File: config.mk
export PLATFORM = sky130hd
export DESIGN_NAME = store_merge
export DESIGN_NICKNAME = d
export VERILOG_FILES = /design/src/source/dcache_types_pkg.sv /design/src/source/store_merge.sv
export VERILOG_INCLUDE_DIRS = /design/src /design/src/include
export SDC_FILE = /design/constraint.sdc
export NUM_CORES = 1
export LEC_CHECK = 0
export BUFFER_PORTS_ARGS = -buffer_cell sky130_fd_sc_hd__buf_2
export CAP_MARGIN = 30
export CORE_AREA = 2 2 113 115
export DETAILED_ROUTE_END_ITERATION = 6
export DIE_AREA = 0 0 115 117
export GPL_TIMING_DRIVEN = 0
export SLEW_MARGIN = 20
export SYNTH_ARGS = -nofsm -noshare
export SYNTH_HDL_FRONTEND = slang
export SYNTH_SLANG_ARGS = --single-unit
File: constraint.sdc
create_clock -name vclk -period 1.1
set_input_delay 0.055 -clock vclk [all_inputs]
set_output_delay 0.055 -clock vclk [all_outputs]
set_load 0.01 [all_outputs]
File: src/include/dcache_macros.svh
`ifndef DCACHE_MACROS_SVH
`define DCACHE_MACROS_SVH

// cache geometry shared by the packages and the RTL

// associativity
`define DC_WAYS 2

// sets per way
`define DC_SETS 16

// bytes held by one cache line
`define DC_LINE_BYTES 16

// byte address width seen by the core and by memory
`define DC_ADDR_W 32

`endif

File: src/source/dcache_types_pkg.sv
`include "dcache_macros.svh"

package dcache_types_pkg;

    localparam int unsigned offset_w = $clog2(`DC_LINE_BYTES);
    localparam int unsigned index_w = $clog2(`DC_SETS);
    localparam int unsigned tag_w = `DC_ADDR_W - index_w - offset_w;
    localparam int unsigned line_words = `DC_LINE_BYTES / 4;
    localparam int unsigned word_w = $clog2(line_words);

    typedef logic [`DC_ADDR_W-1:0] addr_t;
    typedef logic [index_w-1:0] index_t;
    typedef logic [tag_w-1:0] tag_t;
    typedef logic [word_w-1:0] word_sel_t;
    typedef logic [line_words-1:0][31:0] line_t;
    typedef logic [$clog2(`DC_WAYS)-1:0] way_t;

    typedef struct packed {
        logic valid;
        tag_t tag;
    } tag_entry_t;

    // address field helpers
    function automatic index_t addr_index(addr_t addr);
        return addr[offset_w +: index_w];
    endfunction

    function automatic tag_t addr_tag(addr_t addr);
        return addr[`DC_ADDR_W-1 -: tag_w];
    endfunction

    function automatic word_sel_t addr_word(addr_t addr);
        return addr[2 +: word_w];
    endfunction

    // line aligned address for refill reads
    function automatic addr_t line_addr(addr_t addr);
        return {addr[`DC_ADDR_W-1:offset_w], {offset_w{1'b0}}};
    endfunction

endpackage

File: src/source/store_merge.sv
`timescale 1ns/1ps

module store_merge (
    input  dcache_types_pkg::line_t     base_i,
    input  dcache_types_pkg::word_sel_t word_i,
    input  logic [3:0]                  wstrb_i,
    input  logic [31:0]                 wdata_i,
    output dcache_types_pkg::line_t     line_o
);

    logic [31:0] word_old;
    logic [31:0] word_new;

    // pick the addressed word out of the base line
    assign word_old = base_i[word_i];

    // byte lanes under the strobe take the store data
    always_comb begin
        word_new = word_old;
        for (int b = 0; b < 4; b++) begin
            if (wstrb_i[b]) begin
                word_new[b*8 +: 8] = wdata_i[b*8 +: 8];
            end
        end
    end

    // put the word back, other words pass through
    // a load refill has a zero strobe and leaves the line as it was
    always_comb begin
        line_o = base_i;
        line_o[word_i] = word_new;
    end

endmodule

==> run metrics <==
status=finished, violations left; failing checks=setup timing; Synthesis Warnings=0; antenna violations before repair=0; leak pwr=2.161 nW; core area=12310 sq um; ANT cells=0; Die Area=13460 sq um; first-pass iteration count of the detailed router=4; num sequential=0; number of port buffers=292; final hold vios=0; Yosys top cell area share=83.84%; Routed Antenna Nets=0; RSZ-0062 raised after global routing=yes; crit path max fanout=8; Simple-Gate Fraction of Synth Area=13.97%; sequential cell area=0 sq um; worst rel slew slack=87.34%; slowest stage delay, CP=0.36 ns; CP delay by family, top=buffers and inverters; Setup violations, final=1; CP startpoint kind=primary input; Max-Cap Viols=0; Post-Place Worst Slack=-0.2620 ns; grt ovf=0; final worst-path setup slack=-0.004219 ns; Seq/Total Area, Yosys=0%; Power Density=423.3 nW/um^2; cell with the most instances after synthesis=mux2_2; Post-Synth Adder-Cell Area=0%; Data required, critical path=1.04 ns; clkbuf count=0; global-route wire length before repair=12.15 mm; hold path depth=3; starting density of the core=13.96%; WHS Endpoint=line_o[92]; WP buf/inv=3; Finished Cell Area=4016 sq um; Mapped Nets=314; Residual DRC=0; Final #Nets=615; Mapped Cells=148; fmax=0.9056 GHz; largest net degree at the start of global routing=9; DR iter-0 viols=34; global placement routability congestion=0.7688; largest cells by area after synthesis=mux2_2 (84%), nand3b_4 (4.7%), nor3b_4 (4.4%); Layout Cells excl Fill=597; Vias per Instance=4.221; complex-gate fraction of the synthesized area=0%; Max rail drop VDD=0.0002178 V; Synth Area per Inst=11.62 sq um; crit path DAT=1.05 ns; cells along the critical path=buf_12 -> buf_12 -> nand3b_4 -> mux2_4 -> buf_6; area leader, netlist=mux2_2; post-layout minimum cycle time=1.104 ns; drt wl/cell=15.31 um; Unique masters post-synth=7; Ports=294; cts hold-fix bufs=0; Row Count=41; worst-margin pin slew=0.1896 ns; mux share of post-synthesis cell area=83.84%; GRT Total Usage=11.38%; dpl cells=590; period utilization=100.4%; largest family of logic cells by synthesized area=multiplexers; most frequent CP cell=buf_12; top cells by count, synth=mux2_2 (128), nand3_2 (4), nand3b_2 (4), nand3b_4 (4), nor3b_4 (4); Area Growth Syn to Fin=133.6%; Critical Setup Path Class=primary input to output pin; die width=115 um; vias after detailed routing=2520; CP max-delay cell=mux2_4; Setup crit end kind=output pin; hold crit path type=primary input to output pin; synthesized cell area=1719 sq um; Placement Cell Area=3368 sq um; vias in the first global route=2332; Die H=117 um; layout cells sized above 1=100.0%; Total Routed Length=9.138 mm; DP Wirelength=7.247 mm; xor/xnor share of the synthesized area=0%; max-slew violation count=0; Fill cells=1295; hold path start=base_i[92]
stage by stage:
stage	hold slack (ns)	util, %	power (mW)	setup TNS (ns)
finish	0.4066	32.62	1.700	-0.004219
global route	0.4172	32.62	1.827	-0.8056
CTS	0.4061	30.85	1.597	-0.04561
detailed placement	0.4200	27.36	1.396	-21.40
global placement	0.4184	27.36	1.391	-21.60
floorplan	0.2610	-	0.6886	0
logic make-up after synthesis:
| group | count (synthesis) |
|---|---|
| multiplexers | 128 |
| AND/OR/NAND/NOR | 16 |
| buffers and inverters | 4 |
cell type report:
class	instances	area, sq um	area share (%)
buffer	4	80.08	1.994
multi-input combinational	144	1893	47.13
tap	150	187.7	4.673
timing repair buffer	299	1856	46.20
repair_timing:
item,in CTS,in global routing
gates resized for setup,63,45
gates cloned,2,0
pin swaps,4,3
setup endpoints to repair,128,51
buffers inserted,5,0
layout by cell type (no fill, tap or decap):
cell / count
nand3_4: 4
mux2_4: 39
buf_12: 7
buf_16: 2
buf_6: 43
nand3b_4: 8
buf_2: 251
nor3b_4: 4
mux2_2: 89
layer usage:
layer  track usage [%]  routed length [um]  vias up
met5                 0                   0        -
met4            0.4819                  12        0
met3             1.287                 721        2
met2             22.67                4778      157
met1             13.71                3625     1161
li1                  -                   -     1200
tightest hold or removal path: cells and delay by family:
family | cells | cell delay [ns]
multiplexers | 1 | 0.13
buffers and inverters | 2 | 0.16
power breakdown:
group / total (mW) / switching, mW / internal, mW
combinational: 1.70 / 0.695 / 1.01
clock: 0 / 0 / 0
sequential: 0 / 0 / 0
total: 1.70 / 0.695 / 1.01
how the worst max path moves through the flow:
stage | start | end | slack [ns] | depth (start not counted)
after floorplan | word_i[0] | line_o[0] | 0.08 | 3
after global placement | word_i[0] | line_o[11] | -0.27 | 4
after CTS | word_i[0] | line_o[25] | -0.03 | 5
after detailed placement | word_i[0] | line_o[11] | -0.26 | 4
after global routing | word_i[1] | line_o[50] | -0.03 | 5
final | word_i[1] | line_o[63] | -0.004 | 5
Note: power is estimated with default switching activity, not from simulation.
