$ cat src/include/dcache_macros.svh
`ifndef DCACHE_MACROS_SVH
`define DCACHE_MACROS_SVH

// cache geometry shared by the packages and the RTL

// associativity
`define DC_WAYS 2

// sets per way
`define DC_SETS 16

// bytes held by one cache line
`define DC_LINE_BYTES 16

// byte address width seen by the core and by memory
`define DC_ADDR_W 32

`endif

$ cat src/source/dcache_types_pkg.sv
`include "dcache_macros.svh"

package dcache_types_pkg;

    localparam int unsigned offset_w = $clog2(`DC_LINE_BYTES);
    localparam int unsigned index_w = $clog2(`DC_SETS);
    localparam int unsigned tag_w = `DC_ADDR_W - index_w - offset_w;
    localparam int unsigned line_words = `DC_LINE_BYTES / 4;
    localparam int unsigned word_w = $clog2(line_words);

    typedef logic [`DC_ADDR_W-1:0] addr_t;
    typedef logic [index_w-1:0] index_t;
    typedef logic [tag_w-1:0] tag_t;
    typedef logic [word_w-1:0] word_sel_t;
    typedef logic [line_words-1:0][31:0] line_t;
    typedef logic [$clog2(`DC_WAYS)-1:0] way_t;

    typedef struct packed {
        logic valid;
        tag_t tag;
    } tag_entry_t;

    // address field helpers
    function automatic index_t addr_index(addr_t addr);
        return addr[offset_w +: index_w];
    endfunction

    function automatic tag_t addr_tag(addr_t addr);
        return addr[`DC_ADDR_W-1 -: tag_w];
    endfunction

    function automatic word_sel_t addr_word(addr_t addr);
        return addr[2 +: word_w];
    endfunction

    // line aligned address for refill reads
    function automatic addr_t line_addr(addr_t addr);
        return {addr[`DC_ADDR_W-1:offset_w], {offset_w{1'b0}}};
    endfunction

endpackage

$ cat src/source/dcache_bus_pkg.sv
package dcache_bus_pkg;

    import dcache_types_pkg::*;

    // a zero strobe in a core request is a load
    typedef struct packed {
        logic        valid;
        addr_t       addr;
        logic [3:0]  wstrb;
        logic [31:0] wdata;
    } cpu_req_t;

    typedef struct packed {
        logic        valid;
        logic [31:0] rdata;
    } cpu_rsp_t;

    // memory reads always fetch the aligned line
    typedef struct packed {
        logic        valid;
        logic        we;
        addr_t       addr;
        logic [31:0] wdata;
        logic [3:0]  wstrb;
    } mem_req_t;

    typedef struct packed {
        logic  valid;
        line_t data;
    } mem_rsp_t;

endpackage

$ cat src/source/lookup_pipe.sv
`timescale 1ns/1ps
`include "dcache_macros.svh"

module lookup_pipe (
    input  logic                                        clk,
    input  logic                                        rst,
    input  dcache_bus_pkg::cpu_req_t                    cpu_req_i,
    input  logic                                        busy_i,
    input  dcache_types_pkg::tag_entry_t [`DC_WAYS-1:0] tag_rdata_i,
    input  dcache_types_pkg::line_t [`DC_WAYS-1:0]      line_rdata_i,
    output dcache_types_pkg::index_t                    raddr_o,
    output dcache_bus_pkg::cpu_req_t                    s2_req_o,
    output logic                                        hit_o,
    output dcache_types_pkg::way_t                      hit_way_o,
    output dcache_types_pkg::line_t                     hit_line_o,
    output dcache_bus_pkg::cpu_rsp_t                    hit_rsp_o
);

    import dcache_types_pkg::*;
    import dcache_bus_pkg::*;

    cpu_req_t  s2_q;
    tag_t      s2_tag;
    word_sel_t s2_word;

    // stage one reads the arrays with the incoming index
    assign raddr_o = addr_index(cpu_req_i.addr);

    // stage two register
    // while busy the payload is kept for miss handling, but the valid
    // bit is consumed so the request is acted on only once
    always_ff @(posedge clk) begin
        if (rst) begin
            s2_q.valid <= 1'b0;
        end else if (!busy_i) begin
            s2_q <= cpu_req_i;
        end else begin
            s2_q.valid <= 1'b0;
        end
    end

    assign s2_req_o = s2_q;
    assign s2_tag = addr_tag(s2_q.addr);
    assign s2_word = addr_word(s2_q.addr);

    // tag compare across the ways
    always_comb begin
        hit_o = 1'b0;
        hit_way_o = '0;
        hit_line_o = '0;
        for (int w = 0; w < `DC_WAYS; w++) begin
            if (tag_rdata_i[w].valid && tag_rdata_i[w].tag == s2_tag) begin
                hit_o = 1'b1;
                hit_way_o = way_t'(w);
                hit_line_o = line_rdata_i[w];
            end
        end
    end

    // on a hit loads return the addressed word and stores
    // are acknowledged with zero data
    always_comb begin
        hit_rsp_o = '0;
        if (s2_q.valid && hit_o) begin
            hit_rsp_o.valid = 1'b1;
            if (s2_q.wstrb == 4'b0000) begin
                hit_rsp_o.rdata = hit_line_o[s2_word];
            end
        end
    end

endmodule

$ cat config.mk
export PLATFORM = sky130hd
export DESIGN_NAME = lookup_pipe
export DESIGN_NICKNAME = d
export VERILOG_FILES = /design/src/source/dcache_types_pkg.sv /design/src/source/dcache_bus_pkg.sv /design/src/source/lookup_pipe.sv
export VERILOG_INCLUDE_DIRS = /design/src /design/src/include
export SDC_FILE = /design/constraint.sdc
export NUM_CORES = 1
export LEC_CHECK = 0
export ABC_AREA = 1
export CAP_MARGIN = 20
export CORE_AREA = 2 2 241 243
export DETAILED_ROUTE_END_ITERATION = 6
export DIE_AREA = 0 0 243 245
export DONT_BUFFER_PORTS = 1
export HOLD_SLACK_MARGIN = 0.03
export MAX_ROUTING_LAYER = met4
export PLACE_DENSITY = 0.35
export RECOVER_POWER = 25
export SYNTH_ARGS = -nofsm -noshare
export SYNTH_HDL_FRONTEND = slang
export SYNTH_SLANG_ARGS = --single-unit
$ cat constraint.sdc
create_clock -name clk -period 6.1 [get_ports clk]
set_input_delay 0.305 -clock clk [delete_from_list [all_inputs] [get_ports clk]]
set_output_delay 0.305 -clock clk [all_outputs]
set_load 0.02 [all_outputs]
==> metrics.txt <==
outcome=complete, but fails checks; failing checks=max-capacitance violations, max-slew violations; Wirelength per Cell=between 20 and 25 µm; Cell Area, Synth=roughly 9000 µm²; Core Rows=88; first-pass GRT wire length=77.75 mm; CTS tree=done; met2 wire length=30.27 mm; count of cell types in the netlist=33; die width=about 240 µm; Post-Syn Area per Cell=between 5 and 6 µm²; LEAKAGE=between 0.004 and 0.005 µW; Compound-Gate Fraction of Synth Area=16.24%; Top cell by count, worst path=nand2_2; crit path capture type=primary output; worst-margin pin slew=approximately 3.5 ns; Pins Over Slew Limit=about 70; hold depth=0; synthesis-to-finish area growth=9.865%; die area=approximately 60000 µm²; Top Metal Used=met4; Gate Count Post-Synth=between 1500 and 2000; Met1 Wirelength=between 20 and 25 mm; yosys warns=0; largest net degree at the start of global routing=161; min cycle time layout=between 4 and 5 ns; # DRC=0; number of CTS-inserted buffers=9; WP data required=5.79 ns; Worst-path clk slew=about 0.06 ns; Hold Violations, Final=0; Mapped Nets=~2000; setup_tns=0 ns; worst hold path endpoint=s2_req_o[33]; Final HPWL DP=roughly 47 mm; Synth top area share=22.77%; achievable frequency=between 0.2 and 0.25 GHz; Vias=10550; Placer Congestion=between 0.8 and 0.9; max_slew headroom=-133.3%; routed wire length=roughly 56 mm; flop and latch count out of synthesis=a little under 70; Design Power=roughly 1400 µW; Initial Utilization=between 10% and 20%; Min-Delay Path Class=in -> reg; Finish-stage setup viols=0; # resized after CTS=0; Total Routing Usage GR=18.64%; Crit Path Max Fanout=32; WS Path Type=reg -> out; Slowest-stage cell, CP=a21oi_1; post-synth top area cell=edfxtp_1; largest family of logic cells by synthesized area=simple AND/OR/NAND/NOR gates; Power Density=around 140 nW/µm²; max FFs per register=between 60 and 70; fin cells=~2300; grt ovf=0; CTS HTree Levels=3; Clock Tree Buf Depth=2; Post-Synth Simple-Gate Area=roughly 43%; NumNets Final=1894; Post-Synth Adder-Cell Area=0%; RSZ-0062 raised after global routing=false; Data arrival, critical path=~4.2 ns; part of the cycle the worst path needs=between 70% and 80%; antenna violation net count after detailed routing=0; critical path cell sequence=xnor2_1, nor2b_1, nand3_1, nor2_1, nand2_2, a21boi_2, nand2_2, a21oi_1; ys flop type=edfxtp_1; vias in the first global route=10310; Via density=about 4.6; Ports=approximately 600; mux cell area share after synthesis=0%; initial antenna violation count=6; maximum vdd drop=about 0.19 mV; metal3 WL=roughly 4.1 mm; Root Driver=clkbuf_16; most common cell in the netlist=nand2_1; max incr delay on CP=~0.96 ns; XOR/XNOR share of the synthesized area=1.953%; Sink Count=roughly 70; async set or reset register ratio after synthesis=0%; Core Area=roughly 57000 µm²; IO Port Bufs=0; iteration-0 DRC count of the detailed router=slightly above 600; worst min-delay path startpoint=cpu_req_i[33]; Synth top cells by count=nand2_1, nand3_1, a21oi_1, inv_1, edfxtp_1; Cells after DPL=approximately 2300; layout cell share with drive strength beyond 1=~3.9%; post-synthesis sequential area ratio=between 20 and 25%; chip height=245 µm; CP Launch Type=register; First-pass DRT Iterations=5; EDFF count, synth=68; top cells by area, synth=edfxtp_1, nand2_1, nand3_1, a21oi_1, inv_1; max cap viols=1; filler instances=approximately 7000
critical path, delay by kind of cell, from the launching register on:
family           cells  cell delay (ns)
AO/OA/AOI/OAI        2             1.46
AND/OR/NAND/NOR      5             1.58
flip-flops           1             0.54
XOR/XNOR             1             0.25
power by group:
group,switching [µW],internal (µW)
Clock,198,357
Sequential,68.5,562
Combinational,174,65.1
Total,440,985
layout make-up:
type	count	area (µm²)	area share [%]
Sequential cell	69	2062	20.93
Clock buffer	10	229.0	2.324
Multi-Input combinational cell	1212	5540	56.24
Tap cell	765	957.2	9.716
Inverter	200	762.0	7.734
Timing Repair Buffer	24	206.4	2.096
Clock inverter	6	87.58	0.8890
Antenna cell	3	7.507	0.07620
kinds of logic (layout without fill, tap and decap cells):
| logic type | count (synthesis) | in the layout |
|---|---|---|
| simple gates | 903 | 903 |
| other cells | 0 | 3 |
| compound gates | 289 | 289 |
| xor+xnor | 20 | 20 |
| buf+inv | 332 | 240 |
| flops | 69 | 69 |
how the worst max path moves through the flow:
stage / startpoint / endpoint / slack (ns) / depth (start not counted)
floorplan: rst / s2_req_o[0] / 2.45 / 1
global placement: s2_req_o[52] / hit_rsp_o[31] / 1.76 / 9
detailed placement: s2_req_o[52] / hit_rsp_o[31] / 1.75 / 9
CTS: s2_req_o[52] / hit_rsp_o[31] / 1.37 / 9
global route: s2_req_o[52] / hit_rsp_o[24] / 1.27 / 9
finish: s2_req_o[56] / hit_rsp_o[31] / 1.58 / 8
per-layer routing:
layer  up-vias  GRT usage (%)
met5         -              -
met4         0          4.078
met3        42          3.827
met2       557          35.21
met1      4899          19.90
li1       5049              -
repair_timing:
item / CTS / global route
hold endpoints to repair: 1 / 0
hold buffers: 2 / 0
buffers inserted: 0 / 0
cells in the final DEF (no fill, tap or decap), types with 3 or more instances in the layout:
master | synthesis | final
nand3b_1 | 4 | 4
xnor2_1 | 12 | 12
clkbuf_16 | 0 | 9
nand2_1 | 510 | 509
nand4_1 | 8 | 8
diode_2 | 0 | 3
nand2_2 | 2 | 3
a21oi_1 | 283 | 283
xor2_1 | 8 | 8
inv_1 | 187 | 187
nor2_4 | 1 | 4
clkinv_2 | 0 | 3
buf_4 | 17 | 19
nor2b_1 | 3 | 3
nor2_1 | 37 | 37
edfxtp_1 | 68 | 68
inv_2 | 12 | 9
nand3_1 | 328 | 328
metrics by stage:
stage                     hold WS, ns  setup slack [ns]  area (µm²)  util, %
after CTS                     0.03609             1.367        9856    17.28
final                         0.05064             1.581        9852    17.27
after floorplan                0.3801             2.452        8967        -
after global routing          0.04112             1.272        9849    17.27
after global placement         0.3853             1.762        9519    16.69
after detailed placement       0.3871             1.747        9519    16.69
Power figures use the tool's default switching activity.
