===== config.mk =====
export PLATFORM = sky130hd
export DESIGN_NAME = victim_lfsr
export DESIGN_NICKNAME = d
export VERILOG_FILES = /design/src/source/dcache_types_pkg.sv /design/src/source/victim_lfsr.sv
export VERILOG_INCLUDE_DIRS = /design/src /design/src/include
export SDC_FILE = /design/constraint.sdc
export NUM_CORES = 1
export LEC_CHECK = 0
export BUFFER_PORTS_ARGS = -buffer_cell sky130_fd_sc_hd__buf_2
export CORE_MARGIN = 5
export CORE_UTILIZATION = 25
export CTS_CLUSTER_SIZE = 40
export DETAILED_ROUTE_END_ITERATION = 8
export SETUP_SLACK_MARGIN = 0.05
export SKIP_CTS_REPAIR_TIMING = 1
export SYNTH_ARGS = -nofsm -noshare
export SYNTH_HDL_FRONTEND = slang
export SYNTH_SLANG_ARGS = --single-unit

===== constraint.sdc =====
create_clock -name clk -period 1.1 [get_ports clk]
set_input_delay 0.33 -clock clk [delete_from_list [all_inputs] [get_ports clk]]
set_output_delay 0.33 -clock clk [all_outputs]
set_load 0.1 [all_outputs]

===== src/include/dcache_macros.svh =====
`ifndef DCACHE_MACROS_SVH
`define DCACHE_MACROS_SVH

// cache geometry shared by the packages and the RTL

// associativity
`define DC_WAYS 2

// sets per way
`define DC_SETS 16

// bytes held by one cache line
`define DC_LINE_BYTES 16

// byte address width seen by the core and by memory
`define DC_ADDR_W 32

`endif


===== src/source/dcache_types_pkg.sv =====
`include "dcache_macros.svh"

package dcache_types_pkg;

    localparam int unsigned offset_w = $clog2(`DC_LINE_BYTES);
    localparam int unsigned index_w = $clog2(`DC_SETS);
    localparam int unsigned tag_w = `DC_ADDR_W - index_w - offset_w;
    localparam int unsigned line_words = `DC_LINE_BYTES / 4;
    localparam int unsigned word_w = $clog2(line_words);

    typedef logic [`DC_ADDR_W-1:0] addr_t;
    typedef logic [index_w-1:0] index_t;
    typedef logic [tag_w-1:0] tag_t;
    typedef logic [word_w-1:0] word_sel_t;
    typedef logic [line_words-1:0][31:0] line_t;
    typedef logic [$clog2(`DC_WAYS)-1:0] way_t;

    typedef struct packed {
        logic valid;
        tag_t tag;
    } tag_entry_t;

    // address field helpers
    function automatic index_t addr_index(addr_t addr);
        return addr[offset_w +: index_w];
    endfunction

    function automatic tag_t addr_tag(addr_t addr);
        return addr[`DC_ADDR_W-1 -: tag_w];
    endfunction

    function automatic word_sel_t addr_word(addr_t addr);
        return addr[2 +: word_w];
    endfunction

    // line aligned address for refill reads
    function automatic addr_t line_addr(addr_t addr);
        return {addr[`DC_ADDR_W-1:offset_w], {offset_w{1'b0}}};
    endfunction

endpackage


===== src/source/victim_lfsr.sv =====
`timescale 1ns/1ps

module victim_lfsr (
    input  logic                   clk,
    input  logic                   rst,
    output dcache_types_pkg::way_t victim_o
);

    logic [15:0] lfsr_q;
    logic        feedback;

    // maximal length taps for x^16 + x^14 + x^13 + x^11 + 1
    assign feedback = lfsr_q[15] ^ lfsr_q[13] ^ lfsr_q[12] ^ lfsr_q[10];

    always_ff @(posedge clk) begin
        if (rst) begin
            lfsr_q <= 16'hace1;
        end else begin
            lfsr_q <= {lfsr_q[14:0], feedback};
        end
    end

    assign victim_o = lfsr_q[0];

endmodule


==> results.md, run 1 <==
* Hold_sp: rst
* # setup viols final at 1
* Routed Wire Length at approximately 500 µm
* Clk pin slew, worst setup/hold paths at 0.08 ns
* Arr. time, crit path at 0.81 ns
* Gr usage total at roughly 4.8%
* Cell family with most CP delay: flip-flops
* Core region area at 1730 µm²
* Tmin final at 1.14 ns
* Crit-path max FO at 2
* CTS buffer count at 3
* Max cap viols at 0
* Max VDD drop at 783 µV
* Final period util at 104%
* Hold slack at 0.378 ns
* Count of pins over their slew limit at 0
* Layout cells sized above 1 at 15.0%
* Count of final hold-check violations at 0
* Post-DRT Antenna Nets at 0
* Syn Inst Count at 36
* Num Clock Sinks at 16
* Worst min-delay path category: in -> reg
* Max FFs per register at 16
* Violations in the final reports: setup timing
* Row cnt at 15
* Final worst setup slack at -0.0397 ns
* Die Area at 2770 µm²
* Combinational share of power at 11.6%
* First-pass GRT wire length at 917 µm
* Synth unique cells at 7
* Fin cells at 65
* IO Port Bufs at 2
* Crit. Startpoint: lfsr_q[0]
* Antenna Cells at 0
* PwrDens at 1970 nW/µm²
* Worst slack, placed at about 0.22 ns
* Max transition margin at between 80 and 90%
* Mapped cell area at roughly 450 µm²
* Critical Path RT at slightly below 0.8 ns
* Sequential Power Share at 61.4%
* Crit Path Class: reg -> out
* WL per Instance at 7.69 µm
* Die Y at between 50 and 60 µm
* Worst Skew at 0.00329 ns
* Via Count at approximately 210
* H-Tree Depth at 1
* Synth-to-layout area growth at 16.0%
* Total gr overflow at 0
* Mapped Nets at 38
* Synthesis-stage register bit count at 16
* Worst path buffer plus inverter count at 1
* P_int at 0.801 mW
* Fin Setup TNS at -0.0397 ns
* Crit Reg-Reg Startpoint: lfsr_q[13]
* Nets at 44
* Placed cell count at 62
* Synth Warn # at 0
* Root buf cell: clkbuf_4
* Clock latency on the worst-skew pair at 0.27 ns
* RSZ-0062 raised after global routing: yes
* Path depth of the worst reg2reg path at 3
* Die X at roughly 53 µm
* WHS Path Cells at 2
* Syn Area/Cell at approximately 13 µm²
* Critical Path Sink Type: primary output
* RePlAce Congestion at between 0.6 and 0.7
* Leak at roughly 0.20 nW
* Storage element area at ~320 µm²
* Outcome: complete, but fails checks
* Clock share of power at between 20 and 30%
* Reg2reg setup slack at 0.26 ns
* CP cell instances: buf_12
* Multi-input combinational cell area at 126 µm²
* Starting Density at a little over a quarter
* Antenna violations before repair at 0
* CP startpoint kind: flip-flop
* Hold worst-path end: lfsr_q[14]
* Fill cell count at about 190
* Vias in the first global route at 210
* Max incr delay on CP at around 0.36 ns
* Drt first pass iters at 2
* CTS tree: yes
* Worst Tran Pin Value at 0.213 ns
* Crit-path slowest cell: dfxtp_2
* Largest net degree at the start of global routing at 17
* Clock buffer depth at 2
* Fmax achieved at 877 MHz
* I/O pin cnt at 3
* DRC Markers at 0
* Top reg by flops: lfsr_q
* Starting DRC count in detailed routing at 2
* Worst R2R End: lfsr_q[0]
* Net Sw Frac at 22.9%
* Vias per inst at 3.29
* DPL Wire Length at 334 µm
* Switching power at 0.238 mW
* Regs by FF count: lfsr_q: 16 flops
* Sequential share of the synthesized area at 70.5%
## per-layer routing
metal  GRT usage (%)  wire [µm]  share of wire (%)  vias to the layer above
met5               0          0                  0                        -
met4            1.28          0                  0                        0
met3            4.27         17                3.4                        0
met2            5.58        191                 38                        1
met1            6.31        291                 58                       96
li1                -          -                  -                      117
## how the worst max path moves through the flow
stage | endpoint | slack [ns] | depth (start not counted)
6_report | victim_o | -0.04 | 1
5_1_grt | victim_o | -0.08 | 1
4_1_cts | victim_o | -0.05 | 1
3_5_place_dp | lfsr_q[5] | 0.22 | 2
3_3_place_gp | lfsr_q[6] | 0.23 | 2
2_1_floorplan | victim_o | 0.14 | 0
## synthesized netlist by cell type
cell type	instances	share of area (%)
or2_1	7	9.6
nand2b_1	1	1.4
buf_4	1	1.7
xnor2_1	1	1.9
dfxtp_1	16	71
nor2b_1	8	11
xor2_1	2	3.9
## layout by cell type, fill, tap and decap left out
| cell type | synthesis | layout |
|---|---|---|
| nor2b_1 | 8 | 8 |
| clkbuf_4 | 0 | 3 |
| xor2_1 | 2 | 2 |
| buf_12 | 0 | 1 |
| xnor2_1 | 1 | 1 |
| dfxtp_2 | 0 | 1 |
| nand2b_1 | 1 | 1 |
| buf_2 | 0 | 1 |
| dfxtp_1 | 16 | 15 |
| or2_1 | 7 | 7 |
## stage by stage
step / util (%) / cell area, µm² / power, mW
6_report: 30.5 / 527 / 1.04
5_1_grt: 30.5 / 527 / 1.09
4_1_cts: 30.5 / 527 / 1.06
3_5_place_dp: 29.2 / 504 / 0.772
3_3_place_gp: 29.2 / 504 / 0.773
2_1_floorplan: - / 455 / 0.733
## area by class of cell
| class | instances | share of cell area [%] |
|---|---|---|
| clock buffers | 3 | 4.28 |
| well taps | 25 | 5.94 |
| repair buffers | 2 | 4.75 |
| flip-flops and latches | 16 | 61.0 |
| multi-input cells | 19 | 24.0 |
## power groups by stage
stage          Sequential, mW  Combinational [mW]  Clock (mW)
3_5_place_dp            0.651               0.121           0
3_3_place_gp            0.652               0.121           0
5_1_grt                 0.643               0.130       0.318
2_1_floorplan           0.689              0.0442           0
6_report                0.638               0.120       0.281
4_1_cts                 0.638               0.122       0.298
## logic make-up after synthesis
| group | after synthesis | synth area share [%] |
|---|---|---|
| simple gates | 16 | 22.0 |
| buf+inv | 1 | 1.65 |
| xor+xnor | 3 | 5.79 |
| flops | 16 | 70.5 |
Note: power is estimated with default switching activity, not from simulation.
==> run 2: changes to the inputs <==
- CORE_MARGIN: 5 -> unset
- clock period: 1.1 -> 1.2 ns (I/O delays scaled with it)
==> results.md, run 2 (synthesis results as in run 1) <==
* Drt first pass iters at 5 (was 2)
* Cell family with most CP delay: flip-flops (unchanged)
* Max transition margin at 85.3% (was 85.8%)
* Nets at 44 (unchanged)
* Fin Setup TNS at 0 ns (was -0.0397 ns)
* RePlAce Congestion at 0.660 (was 0.604)
* Starting Density at 26.6% (was 26.3%)
* P_int at 0.802 mW (was 0.801 mW)
* Top reg by flops: lfsr_q (unchanged)
* Net Sw Frac at 22.7% (was 22.9%)
* Die Y at 44.6 µm (was 52.6 µm)
* Layout Utilization at 31.6% (was 30.5%)
* Sequential Power Share at 56.3% (was 61.4%)
* Crit-path slowest cell: dfxtp_2 (unchanged)
* Max cap viols at 0 (unchanged)
* Clock latency on the worst-skew pair at 0.28 ns (was 0.27 ns)
* Antenna violations before repair at 0 (unchanged)
* # setup viols final at 0 (was 1)
* Switching power at 0.236 mW (was 0.238 mW)
* Root buf cell: clkbuf_4 (unchanged)
* Die Area at 1990 µm² (was 2770 µm²)
* Combinational share of power at 10.6% (was 11.6%)
* I/O pin cnt at 3 (unchanged)
* WL per Instance at 7.70 µm (was 7.69 µm)
* Most frequent cells in the layout: dfxtp_1 (15), nor2b_1 (8), or2_1 (7), clkbuf_4 (3), xor2_1 (2) (unchanged)
* Die X at 44.6 µm (was 52.6 µm)
* Core region area at 1710 µm² (was 1730 µm²)
* Num Clock Sinks at 16 (unchanged)
* Leading cell type in the layout, fill and taps excluded: dfxtp_1 (unchanged)
* CP startpoint kind: flip-flop (unchanged)
* Row cnt at 15 (unchanged)
* Clock buffer depth at 2 (unchanged)
* Max FFs per register at 16 (unchanged)
* Leak at 0.211 nW (was 0.204 nW)
* Placed cell count at 62 (unchanged)
* Gr usage total at 6.50% (was 4.83%)
* Critical Path RT at 0.84 ns (was 0.77 ns)
* Worst min-delay path category: in -> reg (unchanged)
* Outcome: complete, but fails checks (unchanged)
* Worst Skew at 0.00271 ns (was 0.00329 ns)
* Tmin final at between 1 and 1.5 ns
* Fmax achieved at 851 MHz
* Final period util at 97.9%
* Violations in the final reports: DRC (was setup timing)
* Max VDD drop at 757 µV (was 783 µV)
* RSZ-0062 raised after global routing: yes (unchanged)
* Via Count at 219 (was 214)
* Count of pins over their slew limit at 0 (unchanged)
* Clock share of power at 33.1% (was 27.0%)
* Count of final hold-check violations at 0 (unchanged)
* Crit-path max FO at 2 (unchanged)
* Largest net degree at the start of global routing at 17 (unchanged)
* Worst path buffer plus inverter count at 1 (unchanged)
* IO Port Bufs at 2 (unchanged)
* Worst Tran Pin Value at 0.221 ns (was 0.213 ns)
* CTS tree: yes (unchanged)
* Hold slack at 0.404 ns (was 0.378 ns)
* CTS buffer count at 3 (unchanged)
* Critical Path Sink Type: primary output (unchanged)
* Fill cell count at 182 (was 192)
* Crit Path Class: reg -> out (unchanged)
* Vias per inst at 3.32 (was 3.29)
* Total gr overflow at 0 (unchanged)
* Max incr delay on CP at 0.36 ns (about the same)
* CP cell instances: buf_12 (unchanged)
* Antenna Cells at 0 (unchanged)
* DRC Markers at 1 (was 0)
* Layout cells sized above 1 at 17.1% (was 15.0%)
* Vias in the first global route at 209 (was 210)
* Synth-to-layout area growth at 19.0% (was 16.0%)
* Arr. time, crit path at 0.82 ns (was 0.81 ns)
* Clk pin slew, worst setup/hold paths at 0.09 ns (was 0.08 ns)
* Starting DRC count in detailed routing at 1 (was 2)
* Regs by FF count: lfsr_q: 16 flops (unchanged)
* PwrDens at 1920 nW/µm² (was 1970 nW/µm²)
* Fin cells at 66 (was 65)
* First-pass GRT wire length at 876 µm (was 917 µm)
* H-Tree Depth at 1 (unchanged)
* Post-DRT Antenna Nets at 0 (unchanged)
* Routed Wire Length at 508 µm (was 500 µm)
==> run 2: cell types whose count changed in the layout (fill, tap and decap cells not counted), sizes merged <==
cell	delta
clkbuf	+1
==> run 2: final cells by class <==
type | instances | area (µm²) | share of cell area, %
flip-flops and latches | 16 | 322 | 59.5
repair buffers | 2 | 25.0 | 4.63
clock buffers | 4 | 36.3 | 6.71
multi-input cells | 19 | 126 | 23.4
well taps | 25 | 31.3 | 5.79
==> run 2: power groups by stage <==
stage	logic [mW]	registers (mW)	clock network, mW
floorplan	0.0405	0.632	0
global placement	0.111	0.597	0
detailed placement	0.110	0.597	0
CTS	0.112	0.585	0.360
global route	0.118	0.590	0.386
finish	0.110	0.585	0.344
==> run 2: metal layers <==
layer  track usage [%]  up-vias  wire length (µm)
met5                 0        -                 0
met4                 0        0                 0
met3              6.12        0                35
met2              8.53        3               200
met1              8.25       99               272
li1                  -      117                 -
==> run 2: path summary, 6_finish.rpt <==
kind	cells after the start	startpoint	endpoint	slack (ns)
setup reg to reg	3	lfsr_q[13]	lfsr_q[0]	0.35
hold / removal	2	rst	lfsr_q[12]	0.40
setup / recovery	1	lfsr_q[0]	victim_o	0.02
hold reg to reg	1	lfsr_q[9]	lfsr_q[10]	0.41
==> run 2: per-stage QoR <==
| stage | setup WS (ns) | total power, mW | instance area, µm² |
|---|---|---|---|
| after floorplan | 0.209 | 0.672 | 455 |
| after global placement | 0.293 | 0.708 | 504 |
| after detailed placement | 0.298 | 0.708 | 504 |
| after CTS | 0.0132 | 1.06 | 541 |
| after global routing | -0.0162 | 1.09 | 541 |
| final | 0.0249 | 1.04 | 541 |
==> run 3: changes to the inputs <==
- CAP_MARGIN: unset -> 20
- CELL_PAD_IN_SITES_DETAIL_PLACEMENT: unset -> 1
- CELL_PAD_IN_SITES_GLOBAL_PLACEMENT: unset -> 2
- PLACE_DENSITY_LB_ADDON: unset -> 0.1
==> results.md, run 3 (synthesis results as in run 1) <==
* Regs by FF count: lfsr_q: 16 flops (unchanged)
* Via Count at 225 (was 219)
* Worst path buffer plus inverter count at 1 (unchanged)
* Fmax achieved at 860 MHz (was 851 MHz)
* # setup viols final at 0 (unchanged)
* Max incr delay on CP at 0.36 ns (about the same)
* Die Y at 44.6 µm (unchanged)
* Power, Total at 0.954 mW (was 1.04 mW)
* Leak at 0.204 nW (was 0.211 nW)
* Worst Skew at 0.00216 ns (was 0.00271 ns)
* Routed Wire Length at 591 µm (was 508 µm)
* CTS tree: yes (unchanged)
* Crit-path max FO at 2 (unchanged)
* Fin Setup TNS at 0 ns (unchanged)
* Outcome: finished clean (was complete, but fails checks)
* First-pass GRT wire length at 986 µm (was 876 µm)
* Multi-input combinational cell area at 126 µm² (unchanged)
* RSZ-0062 raised after global routing: yes (unchanged)
* Clock buffer depth at 2 (unchanged)
* Die Area at 1990 µm² (unchanged)
* RePlAce Congestion at 0.605 (was 0.660)
* WL per Instance at 9.09 µm (was 7.70 µm)
* Layout cells sized above 1 at 15.0% (was 17.1%)
* CTS buffer count at 3 (unchanged)
* CP startpoint kind: flip-flop (unchanged)
* Leading cell type in the layout, fill and taps excluded: dfxtp_1 (unchanged)
* Num Clock Sinks at 16 (unchanged)
* Worst min-delay path category: reg -> reg (was in -> reg)
* Antenna Cells at 0 (unchanged)
* Crit Path Class: reg -> out (unchanged)
* Count of pins over their slew limit at 0 (unchanged)
* Die X at 44.6 µm (unchanged)
* I/O pin cnt at 3 (unchanged)
* Total gr overflow at 0 (unchanged)
* IO Port Bufs at 2 (unchanged)
* Starting Density at 26.6% (unchanged)
* DPL Wire Length at 423 µm
* Fill cell count at 189 (was 182)
* Critical Path RT at 0.84 ns (about the same)
* H-Tree Depth at 1 (unchanged)
* Crit-path slowest cell: dfxtp_2 (unchanged)
* CP cell instances: buf_12 (unchanged)
* Storage element area at 322 µm² (unchanged)
* Cell family with most CP delay: flip-flops (unchanged)
* Tmin final at 1.16 ns (was 1.18 ns)
* Arr. time, crit path at 0.80 ns (was 0.82 ns)
* Root buf cell: clkbuf_4 (unchanged)
* Final period util at 96.9% (was 97.9%)
* Starting DRC count in detailed routing at 1 (unchanged)
* Vias in the first global route at 249 (was 209)
* Count of final hold-check violations at 0 (unchanged)
* Max transition margin at 85.6% (was 85.3%)
* Clk pin slew, worst setup/hold paths at 0.08 ns (was 0.09 ns)
* DRC Markers at 0 (was 1)
* Vias per inst at 3.46 (was 3.32)
* Worst Tran Pin Value at 0.216 ns (was 0.221 ns)
* Reg2reg setup slack at 0.33 ns (was 0.35 ns)
* Nets at 44 (unchanged)
* Post-DRT Antenna Nets at 0 (unchanged)
* Synth-to-layout area growth at 16.0% (was 19.0%)
* Antenna violations before repair at 0 (unchanged)
* Max FFs per register at 16 (unchanged)
* Hold slack at 0.408 ns (was 0.404 ns)
* Largest net degree at the start of global routing at 17 (unchanged)
* Clock latency on the worst-skew pair at 0.27 ns (was 0.28 ns)
* Gr usage total at 7.44% (was 6.50%)
* Critical Path Sink Type: primary output (unchanged)
* Core region area at 1710 µm² (unchanged)
* PwrDens at 1810 nW/µm² (was 1920 nW/µm²)
* Drt first pass iters at 2 (was 5)
* Max VDD drop at 573 µV (was 757 µV)
* Max cap viols at 0 (unchanged)
* Row cnt at 15 (unchanged)
* Top reg by flops: lfsr_q (unchanged)
* Most frequent cells in the layout: dfxtp_1 (15), nor2b_1 (8), or2_1 (7), clkbuf_4 (3), xor2_1 (2) (unchanged)
-- run 3: cell count changes in the layout (fill, tap and decap cells not counted) --
cell	before	now
clkbuf_8	1	0
-- run 3: layout make-up --
cell class | count | share of cell area (%)
multi-input cells | 19 | 24.0
well taps | 25 | 5.94
repair buffers | 2 | 4.75
flip-flops and latches | 16 | 61.0
clock buffers | 3 | 4.28
-- run 3: layer usage --
layer,part of all wire [%],global-route usage (%),vias to the layer above
met5,0,0,-
met4,1.5,5.45,0
met3,3.6,2.45,2
met2,46,12.1,2
met1,48,8.04,104
li1,-,-,117
-- run 3: through the flow --
stage	cell area, µm²	utilization (%)	setup WS, ns	instances
after CTS	527	30.8	0.0287	65
after detailed placement	504	29.5	0.280	62
after global routing	527	30.8	0.00335	65
after floorplan	455	-	0.209	36
final	527	30.8	0.0367	65
after global placement	504	29.5	0.296	62
-- run 3: final timing paths --
path / startpoint / endpoint / depth (start not counted)
worst max-delay path: lfsr_q[0] / victim_o / 1
worst max register to register: lfsr_q[13] / lfsr_q[0] / 3
worst min register to register: lfsr_q[9] / lfsr_q[10] / 1
worst min-delay path: lfsr_q[9] / lfsr_q[10] / 1
-- run 3: worst register-to-register path, delay by kind of cell (launching register included) --
| kind | cells | cell delay (ns) |
|---|---|---|
| xor gates and xnor gates | 2 | 0.33 |
| DFF | 1 | 0.36 |
| and+or+nand+nor | 1 | 0.07 |
-- run 3: power breakdown --
| group | switching, mW | internal [mW] |
|---|---|---|
| registers | 0.0169 | 0.570 |
| clock network | 0.141 | 0.116 |
| logic | 0.0625 | 0.0478 |
| total | 0.220 | 0.734 |
