$ cat config.mk
export PLATFORM = sky130hd
export DESIGN_NAME = way_ram
export DESIGN_NICKNAME = d
export VERILOG_FILES = /design/src/source/dcache_types_pkg.sv /design/src/source/way_ram.sv
export VERILOG_INCLUDE_DIRS = /design/src /design/src/include
export SDC_FILE = /design/constraint.sdc
export NUM_CORES = 1
export LEC_CHECK = 0
export BUFFER_PORTS_ARGS = -buffer_cell sky130_fd_sc_hd__buf_4
export CAP_MARGIN = 20
export CORE_MARGIN = 4
export CORE_UTILIZATION = 52
export CTS_CLUSTER_DIAMETER = 60
export DETAILED_ROUTE_END_ITERATION = 10
export GPL_ROUTABILITY_DRIVEN = 1
export GPL_TIMING_DRIVEN = 1
export PLACE_DENSITY = 0.73
export SETUP_SLACK_MARGIN = 0.5
export SLEW_MARGIN = 20
export SYNTH_ARGS = -nofsm -noshare
export SYNTH_HDL_FRONTEND = slang
export SYNTH_SLANG_ARGS = --single-unit
$ cat constraint.sdc
create_clock -name clk -period 1.9 [get_ports clk]
set_input_delay 0.38 -clock clk [delete_from_list [all_inputs] [get_ports clk]]
set_output_delay 0.38 -clock clk [all_outputs]
set_load 0.02 [all_outputs]
$ cat src/include/dcache_macros.svh
`ifndef DCACHE_MACROS_SVH
`define DCACHE_MACROS_SVH

// cache geometry shared by the packages and the RTL

// associativity
`define DC_WAYS 2

// sets per way
`define DC_SETS 16

// bytes held by one cache line
`define DC_LINE_BYTES 16

// byte address width seen by the core and by memory
`define DC_ADDR_W 32

`endif

$ cat src/source/dcache_types_pkg.sv
`include "dcache_macros.svh"

package dcache_types_pkg;

    localparam int unsigned offset_w = $clog2(`DC_LINE_BYTES);
    localparam int unsigned index_w = $clog2(`DC_SETS);
    localparam int unsigned tag_w = `DC_ADDR_W - index_w - offset_w;
    localparam int unsigned line_words = `DC_LINE_BYTES / 4;
    localparam int unsigned word_w = $clog2(line_words);

    typedef logic [`DC_ADDR_W-1:0] addr_t;
    typedef logic [index_w-1:0] index_t;
    typedef logic [tag_w-1:0] tag_t;
    typedef logic [word_w-1:0] word_sel_t;
    typedef logic [line_words-1:0][31:0] line_t;
    typedef logic [$clog2(`DC_WAYS)-1:0] way_t;

    typedef struct packed {
        logic valid;
        tag_t tag;
    } tag_entry_t;

    // address field helpers
    function automatic index_t addr_index(addr_t addr);
        return addr[offset_w +: index_w];
    endfunction

    function automatic tag_t addr_tag(addr_t addr);
        return addr[`DC_ADDR_W-1 -: tag_w];
    endfunction

    function automatic word_sel_t addr_word(addr_t addr);
        return addr[2 +: word_w];
    endfunction

    // line aligned address for refill reads
    function automatic addr_t line_addr(addr_t addr);
        return {addr[`DC_ADDR_W-1:offset_w], {offset_w{1'b0}}};
    endfunction

endpackage

$ cat src/source/way_ram.sv
`timescale 1ns/1ps
`include "dcache_macros.svh"

module way_ram #(
    parameter type entry_t = logic,
    parameter entry_t reset_val = '0
) (
    input  logic                     clk,
    input  logic                     rst,
    input  dcache_types_pkg::index_t raddr_i,
    output entry_t                   rdata_o,
    input  logic                     we_i,
    input  dcache_types_pkg::index_t waddr_i,
    input  entry_t                   wdata_i
);

    entry_t mem_q [`DC_SETS];

    // read data is registered, so it lines up with the stage two request
    always_ff @(posedge clk) begin
        if (rst) begin
            // clearing every entry drops all tag valid bits
            for (int i = 0; i < `DC_SETS; i++) begin
                mem_q[i] <= reset_val;
            end
            rdata_o <= reset_val;
        end else begin
            if (we_i) begin
                mem_q[waddr_i] <= wdata_i;
            end
            // a same cycle write is not seen until the next read
            rdata_o <= mem_q[raddr_i];
        end
    end

endmodule
==> flow_metrics.py, run 1 <==
metrics = {
    "sta": {
        "fmax_mhz": 757,
        "rsz0062_at_grt": "false",
        "setup_violations": 0,
        "worstMarginPinSlew_ns": 0.392,
        "finalHoldViolCount": 0,
        "maxSlewViolCount": 0,
        "timing.hold.ws_ns": 0.376,
        "min_period_over_period": 0.695,
        "period_minus_slack_ns": 1.32,
        "final.setup.tns_ns": 0,
        "relSlewSlack": 0.738,
        "clock-skew-final_ns": 0.00676,
    },
    "layout": {
        "regArea_um2": 500,
        "nets": 111,
        "layout-drive-gt1-share": 0.214,
        "nFillCells": 159,
        "syn_to_final_growth_pct": 14.7,
        "num_antenna_cells": 0,
        "multi_input_area_um2": 432,
        "postLayoutCellArea_um2": 1080,
    },
    "setup_path": {
        "critical-path-top-delay-family": "multiplexers",
        "cp_cell_sequence": "mux4_2, o22ai_1, a311o_1, a21oi_1",
        "worstPathRequired_ns": 2.07,
        "r2r-end": "rdata_o",
        "max_stage_delay_ns": 0.48,
        "worst_setup_path_start_kind": "register",
        "worst-path-buf-inv": 0,
        "rrSetupSlack_ns": 0.58,
        "r2r_start": "mem_q[5]",
        "crit_type": "register to register",
        "cpMaxStageDelayCell": "mux4_2",
        "path_max_fanout": 1,
        "critPathArrivalTime_ns": 1.49,
        "startpoint": "mem_q[5]",
        "endpoint_kind": "register",
        "reg2reg_depth": 4,
    },
    "global_route": {
        "grt_antenna_before_repair": 0,
        "grt.total_usage": 0.159,
        "grt_overflow_total": 0,
        "grt_pass1_wl_um": 3030,
        "grt_pass1_vias": 675,
        "grt_max_degree": 20,
    },
    "route": {
        "drt_first_pass_iters": 4,
        "drc": 0,
        "ant_nets": 0,
        "wl_per_cell_um": 14.1,
        "drt_iter0_drc": 33,
        "num_vias": 688,
        "wirelength_um": 1740,
        "via_per_inst": 5.59,
    },
    "min_path": {
        "min_to": "rdata_o",
        "hp-start": "raddr_i[3]",
        "holdPathStages": 3,
        "hp-class": "input port to register",
    },
    "cts": {
        "cts_buffers": 3,
        "post_cts_buffers": 0,
        "cts_tree": "built",
        "htreeDepth": 1,
        "clockRootBuffer": "clkbuf_4",
        "clock_sinks": 17,
        "hold_buffers": 0,
        "cts_buffer_depth": 2,
        "clk_pin_slew_worst_paths_ns": 0.10,
        "postCtsResizedCells": 0,
        "clock_latency_ns": 0.29,
    },
    "pwr": {
        "max-vdd-ir-drop_mv": 0.337,
        "p_leak_nw": 0.432,
        "power.density_nw_per_um2": 681,
    },
    "synthesis": {
        "synth.area.top_cells": "edfxtp_1 51%, nor2_1 7.5%, a21o_1 7.2%",
        "synth_seq_area_share": 0.530,
        "ys.flop_type": "edfxtp_1",
        "yosys.cell_count.top_type": "nor2_1",
        "synth_edf_count": 16,
        "yosysUniqueCellTypes": 25,
        "netlist_area_um2": 945,
        "postSynthCellCount": 87,
        "synthArstFlopShare": 0,
        "synthesis.nets": 99,
        "synth_top_area_frac": 0.509,
        "yosysWarningCount": 0,
        "synth_common_cells": "19 x nor2_1, 16 x edfxtp_1, 9 x a21o_1, 7 x nand2_1",
        "yosys.area.top_type": "edfxtp_1",
        "ys_ff_latch": 17,
        "avgSynthCellArea_um2": 10.9,
    },
    "die": {
        "coreArea_um2": 1730,
        "dieArea_um2": 2560,
        "die_y_um": 50.6,
        "io_pins": 13,
        "initial_core_util": 0.547,
        "num_rows": 15,
        "fp.dieW_um": 50.6,
    },
    "placed_design": {
        "place_hpwl_um": 1370,
        "gp_congestion": 0.848,
        "port_buffers": 12,
        "placed_area_um2": 1060,
    },
    "status": {
        "status": "finished clean",
    },
    "run": {
        "cap_viol_max_count": 0,
    },
}
==> final cells by class <==
cell class | instances | share of cell area
Multi-Input combinational cell | 64 | 0.398
Timing Repair Buffer | 12 | 0.0831
Inverter | 1 | 0.00346
Clock buffer | 4 | 0.0242
Tap cell | 25 | 0.0289
Sequential cell | 17 | 0.462
==> worst max-delay path by stage <==
stage,end,cells past startpoint,slack [ns]
global placement,mem_q[12],4,0.36
global route,rdata_o,4,0.52
detailed placement,mem_q[12],4,0.33
finish,rdata_o,4,0.58
CTS,rdata_o,4,0.58
floorplan,mem_q[12],4,0.47
==> through the flow <==
stage | power, mW | utilization | cells | setup WS, ns
3_3_place_gp | 0.554 | 0.612 | 119 | 0.363
6_report | 0.738 | 0.628 | 123 | 0.579
2_1_floorplan | 0.518 | - | 87 | 0.469
3_5_place_dp | 0.556 | 0.612 | 119 | 0.332
4_1_cts | 0.736 | 0.628 | 123 | 0.582
5_1_grt | 0.770 | 0.628 | 123 | 0.515
==> worst reg2reg max path, cell delays in order (launching register included) <==
cell	delay (ns)
edfxtp_1	0.37
mux4_2	0.48
o22ai_1	0.15
a311o_1	0.13
a21oi_1	0.06
==> cell usage in the layout (no fill, tap or decap) <==
cell and n:
mux4_1 1, mux2_2 1, nor3_1 1, mux4_2 1, a41o_1 3, buf_4 12
clkbuf_4 3, o22ai_1 1, o21bai_1 4, a21oi_1 1, mux2i_1 3, or2_4 1
and2_1 1, nor2_1 19, edfxtp_1 16, o2111ai_1 1, nand2_1 7, clkbuf_1 1
dfxtp_1 1, or3_4 1, nand3_1 4, a311o_1 1, nor2b_1 2, nor2b_2 1
nand2b_4 1, a21o_1 9, inv_1 1
==> power by group <==
part | switching (mW) | leakage (nW) | total [mW] | internal, mW
Combinational | 0.0575 | 0.256 | 0.111 | 0.0531
Clock | 0.110 | 0.0150 | 0.191 | 0.0815
Sequential | 0.00578 | 0.161 | 0.436 | 0.430
==> logic make-up (layout without fill, tap and decap cells) <==
kind of cell / after synthesis / after routing / share of synthesized area
simple gates: 38 / 38 / 0.176
buf+inv: 6 / 17 / 0.0318
mux: 6 / 6 / 0.0954
flops: 17 / 17 / 0.530
compound gates: 20 / 20 / 0.167
==> state kept, by name, indices dropped and copies added (netlist names) <==
name / count
rdata_o: 1
mem_q: 16
==> per-layer routing <==
metal,vias to the layer above,wire length [µm],GRT usage,share of wire
met2,32,830,0.267,0.48
met3,4,114,0.0326,0.066
met5,-,0,0,0
met4,0,17,0.0538,0.0098
li1,345,-,-,-
met1,307,775,0.202,0.45
Note: power is estimated with default switching activity, not from simulation.
==> inputs of run 2 (changes only) <==
- clock period: 1.9 -> 1.25 ns (I/O delays scaled with it)
==> run 2 against run 1 <==
The flow now finishes with violations (setup timing). Non-clock buffer count grew 14. Via count rose by 21%. Worst setup slack lost 0.59 ns. First-iteration DRC count unchanged. Power up 73%. Sequential power grew 52%. Fmax is 4.4% higher. Utilization increased by 24 points. Highest routed layer unchanged.
==> flow_metrics.py, run 2 (synthesized netlist as in run 1, its figures left out) <==
metrics = {
    "setup_path": {
        "worstPathRequired_ns": 1.44,
        "crit_type": "register to register",
        "rrSetupSlack_ns": -0.02,
        "critPathArrivalTime_ns": 1.46,
        "path_max_fanout": 1,
        "endpoint_kind": "register",
        "worst_setup_path_start_kind": "register",
    },
    "cts": {
        "clk_pin_slew_worst_paths_ns": 0.12,
        "cts_tree": "built",
        "cts_buffers": 3,
        "htreeDepth": 1,
        "clock_sinks": 17,
        "hold_buffers": 0,
        "clockRootBuffer": "clkbuf_4",
        "clock_latency_ns": 0.31,
        "cts_buffer_depth": 2,
    },
    "pwr": {
        "p_seq_frac": 0.520,
        "power_frac_clock": 0.247,
        "finalPower_mw": 1.28,
        "p_comb_frac": 0.233,
        "p_leak_nw": 0.573,
        "switchingPower_mw": 0.351,
        "switching_share": 0.275,
        "p_int_mw": 0.925,
        "power.density_nw_per_um2": 847,
        "max-vdd-ir-drop_mv": 0.737,
    },
    "route": {
        "top_layer_used": "met4",
        "wirelength_um": 2680,
        "met1Wirelength_um": 1080,
        "wl_per_cell_um": 19.6,
        "ant_nets": 0,
        "wl_met2_um": 1390,
        "drt_first_pass_iters": 4,
        "drt_iter0_drc": 33,
        "via_per_inst": 6.07,
        "dr_wl_met3_um": 142,
        "drc": 0,
        "num_vias": 832,
    },
    "die": {
        "io_pins": 13,
        "num_rows": 15,
        "coreArea_um2": 1730,
        "fp.dieW_um": 50.6,
        "initial_core_util": 0.547,
        "die_y_um": 50.6,
        "dieArea_um2": 2560,
    },
    "global_route": {
        "grt_overflow_total": 0,
        "grt.total_usage": 0.209,
        "grt_max_degree": 11,
        "grt_pass1_vias": 810,
        "grt_antenna_before_repair": 0,
        "grt_pass1_wl_um": 3910,
    },
    "status": {
        "violations": "setup timing",
        "status": "finished, violations left",
    },
    "layout": {
        "nets": 125,
        "layout.cells.non_filler": 137,
        "fin_util": 0.872,
        "nFillCells": 81,
        "syn_to_final_growth_pct": 59.5,
        "final_common_cell": "nor2_4",
        "num_antenna_cells": 0,
        "top_regs": "mem_q x16, rdata_o x1",
        "largest_register_ffs": 16,
        "layout-drive-gt1-share": 0.625,
        "final_cell_mix": "18 x nor2_4, 16 x edfxtp_1, 13 x buf_4, 9 x a21o_1, 6 x buf_8",
        "largest-register": "mem_q",
        "postLayoutCellArea_um2": 1510,
    },
    "placed_design": {
        "gp_congestion": 0.784,
        "post-place-cells": 128,
        "port_buffers": 12,
        "placed_area_um2": 1130,
        "place_hpwl_um": 1560,
        "pre_cts_ws_ns": -0.0661,
    },
    "sta": {
        "maxSlewViolCount": 0,
        "rsz0062_at_grt": "true",
        "finalHoldViolCount": 0,
        "setup_slack_ns": -0.0155,
        "final.setup.tns_ns": -0.0155,
        "period_minus_slack_ns": 1.27,
        "setup_violations": 1,
        "fmax_mhz": 790,
        "timing.hold.ws_ns": 0.214,
        "min_period_over_period": 1.01,
        "clock-skew-final_ns": 0.0140,
        "relSlewSlack": 0.835,
        "worstMarginPinSlew_ns": 0.247,
    },
    "run": {
        "cap_viol_max_count": 0,
    },
    "min_path": {
        "hp-class": "input port to register",
    },
}
run 2: cell types whose count changed in the layout (fill, tap and decap cells not counted), moves of 3 or more:
cell,previous run,this run
buf_6,0,5
buf_8,0,6
nand2_1,7,2
nand2_2,0,5
nor2_1,19,0
nor2_4,0,18
nor2b_4,0,3
run 2: worst paths after layout:
path,endpoint,cells after the start,start
max,rdata_o,4,mem_q[4]
min,rdata_o,3,raddr_i[3]
max reg2reg,rdata_o,4,mem_q[4]
min reg2reg,rdata_o,4,mem_q[10]
run 2: layout make-up:
class / count / area [µm²] / share of cell area
clock buffers: 3 / 22.5 / 0.0150
clock inverters: 1 / 5.00 / 0.00332
inverters: 1 / 3.75 / 0.00249
multi-input cells: 64 / 647 / 0.429
flip-flops and latches: 17 / 500 / 0.332
well taps: 25 / 31.3 / 0.0208
repair buffers: 26 / 297 / 0.197
run 2: what timing repair did:
item | in CTS | in global routing
endpoints found under the setup margin | 34 | 29
pin swaps | 11 | 12
resized for setup | 35 | 37
gates cloned | 1 | 0
buffers inserted | 3 | 1
run 2: power groups by stage:
| stage | clock, mW | sequential (mW) | combinational (mW) |
|---|---|---|---|
| after floorplan | 0 | 0.677 | 0.118 |
| after CTS | 0.297 | 0.664 | 0.249 |
| final | 0.315 | 0.664 | 0.297 |
| after global routing | 0.348 | 0.667 | 0.314 |
| after detailed placement | 0 | 0.678 | 0.190 |
| after global placement | 0 | 0.676 | 0.185 |
run 2: critical path, cell delays in order, from the launching register on:
cell and delay (ns):
edfxtp_1 0.39, mux4_2 0.48, o22ai_2 0.10, a311o_1 0.12, a21oi_1 0.06
run 2: per-layer routing:
metal  vias up  GRT usage
li1        374          -
met2        35      0.372
met4         0     0.0807
met3        10     0.0267
met5         -          0
met1       413      0.256
==> inputs of run 3 (changes only) <==
- ABC_CLOCK_PERIOD_IN_PS: unset -> 1250
- CORE_UTILIZATION: 52 -> 33
- PLACE_DENSITY: 0.73 -> unset
==> run 3 against run 2 <==
The run still ends with setup timing left. Design area fell by 7.3%. Die area rose by 48%. Via count fell by 9.6%. Fmax fell by 0.92%. Clock skew fell by 0.012 ns. Largest power group unchanged. Critical endpoint unchanged. Critical path type unchanged.
==> flow_metrics.py, run 3 (synthesized netlist as in run 1, its figures left out) <==
metrics = {
    "layout": {
        "fin_util": 0.506,
        "multi_input_area_um2": 579,
        "largest_register_ffs": 16,
        "layout.cells.non_filler": 142,
        "num_antenna_cells": 0,
        "nets": 124,
        "top_regs": "mem_q x16, rdata_o x1",
        "nFillCells": 253,
        "final_cell_mix": "16 x edfxtp_1, 12 x buf_4, 11 x nor2_4, 10 x buf_6, 9 x a21o_1",
        "postLayoutCellArea_um2": 1400,
        "largest-register": "mem_q",
        "layout-drive-gt1-share": 0.541,
        "final_common_cell": "edfxtp_1",
        "syn_to_final_growth_pct": 47.8,
        "regArea_um2": 500,
    },
    "pwr": {
        "power.density_nw_per_um2": 861,
        "max-vdd-ir-drop_mv": 0.514,
        "p_seq_frac": 0.552,
        "p_comb_frac": 0.215,
        "p_int_mw": 0.912,
        "finalPower_mw": 1.20,
        "p_leak_nw": 0.538,
        "switchingPower_mw": 0.291,
        "switching_share": 0.242,
        "power_frac_clock": 0.233,
    },
    "die": {
        "die_y_um": 61.5,
        "num_rows": 19,
        "io_pins": 13,
        "fp.dieW_um": 61.5,
        "dieArea_um2": 3780,
        "initial_core_util": 0.343,
        "coreArea_um2": 2760,
    },
    "global_route": {
        "grt_pass1_wl_um": 3430,
        "grt.total_usage": 0.128,
        "grt_overflow_total": 0,
        "grt_antenna_before_repair": 0,
        "grt_max_degree": 11,
        "grt_pass1_vias": 734,
    },
    "setup_path": {
        "crit_type": "register to register",
        "r2r_start": "mem_q[4]",
        "worst_setup_path_start_kind": "register",
        "critPathArrivalTime_ns": 1.46,
        "startpoint": "mem_q[4]",
        "endpoint_kind": "register",
        "worstPathRequired_ns": 1.43,
        "path_max_fanout": 1,
    },
    "min_path": {
        "hp-class": "input port to register",
        "hp-start": "raddr_i[3]",
    },
    "route": {
        "wirelength_um": 2090,
        "ant_nets": 0,
        "num_vias": 752,
        "via_per_inst": 5.30,
        "drc": 0,
        "drt_first_pass_iters": 4,
        "drt_iter0_drc": 45,
        "wl_per_cell_um": 14.7,
    },
    "sta": {
        "setup_slack_ns": -0.0273,
        "worstMarginPinSlew_ns": 0.299,
        "fmax_mhz": 783,
        "setup_violations": 1,
        "relSlewSlack": 0.800,
        "period_minus_slack_ns": 1.28,
        "finalHoldViolCount": 0,
        "min_period_over_period": 1.02,
        "maxSlewViolCount": 0,
        "rsz0062_at_grt": "true",
        "clock-skew-final_ns": 0.00200,
        "final.setup.tns_ns": -0.0273,
    },
    "cts": {
        "htreeDepth": 1,
        "clockRootBuffer": "clkbuf_4",
        "clock_sinks": 17,
        "clock_latency_ns": 0.29,
        "hold_buffers": 0,
        "cts_buffers": 3,
        "cts_buffer_depth": 2,
        "cts_tree": "built",
        "clk_pin_slew_worst_paths_ns": 0.09,
    },
    "placed_design": {
        "post-place-cells": 134,
        "placed_area_um2": 1140,
        "place_hpwl_um": 1540,
        "port_buffers": 12,
        "gp_congestion": 0.776,
    },
    "status": {
        "status": "finished, violations left",
        "violations": "setup timing",
    },
    "run": {
        "cap_viol_max_count": 0,
    },
}
## run 3: cell count changes in the layout (fill, tap and decap cells not counted), moves of 3 or more
cell | before | now
nor2_1 | 0 | 6
buf_8 | 6 | 3
buf_6 | 5 | 10
nor2_4 | 18 | 11
## run 3: area by class of cell
| cell class | instances | share of cell area |
|---|---|---|
| inverters | 1 | 0.00269 |
| well taps | 31 | 0.0278 |
| flip-flops and latches | 17 | 0.358 |
| multi-input cells | 64 | 0.415 |
| repair buffers | 25 | 0.177 |
| clock buffers | 4 | 0.0188 |
## run 3: repair_timing
item | 4_1_cts | 5_1_grt
buffers inserted | 4 | 0
setup endpoints to repair | 34 | 32
pin swaps | 21 | 9
gates cloned | 0 | 0
gates resized for setup | 33 | 19
## run 3: path summary, 6_finish.rpt
check,cells after the start,slack (ns),to
max,4,-0.03,rdata_o
min reg2reg,3,0.79,rdata_o
min,3,0.24,rdata_o
max reg2reg,4,-0.03,rdata_o
## run 3: layer usage
metal / routed length, µm / global-route usage / vias to the layer above
met5: 0 / 0 / -
met4: 43 / 0.0636 / 0
met3: 108 / 0.0126 / 4
met2: 1040 / 0.203 / 28
met1: 901 / 0.172 / 352
li1: - / - / 368
## run 3: power by group through the flow
stage                     logic, mW  registers (mW)  clock network [mW]
after global routing          0.279           0.667               0.311
after CTS                     0.239           0.664               0.284
after detailed placement      0.190           0.677                   0
final                         0.258           0.664               0.281
after global placement        0.186           0.678                   0
after floorplan               0.118           0.677                   0
## run 3: worst max-delay path: stages (launching register included)
cell      delay [ns]
edfxtp_1        0.38
mux4_2          0.47
o22ai_1         0.12
a311o_1         0.15
a21oi_2         0.06
## run 3: per-stage QoR
step,hold WS [ns],setup slack [ns]
after global placement,0.541,-0.0520
after CTS,0.257,-0.0343
final,0.237,-0.0273
after floorplan,0.413,-0.0473
after global routing,0.234,-0.0725
after detailed placement,0.564,-0.0690
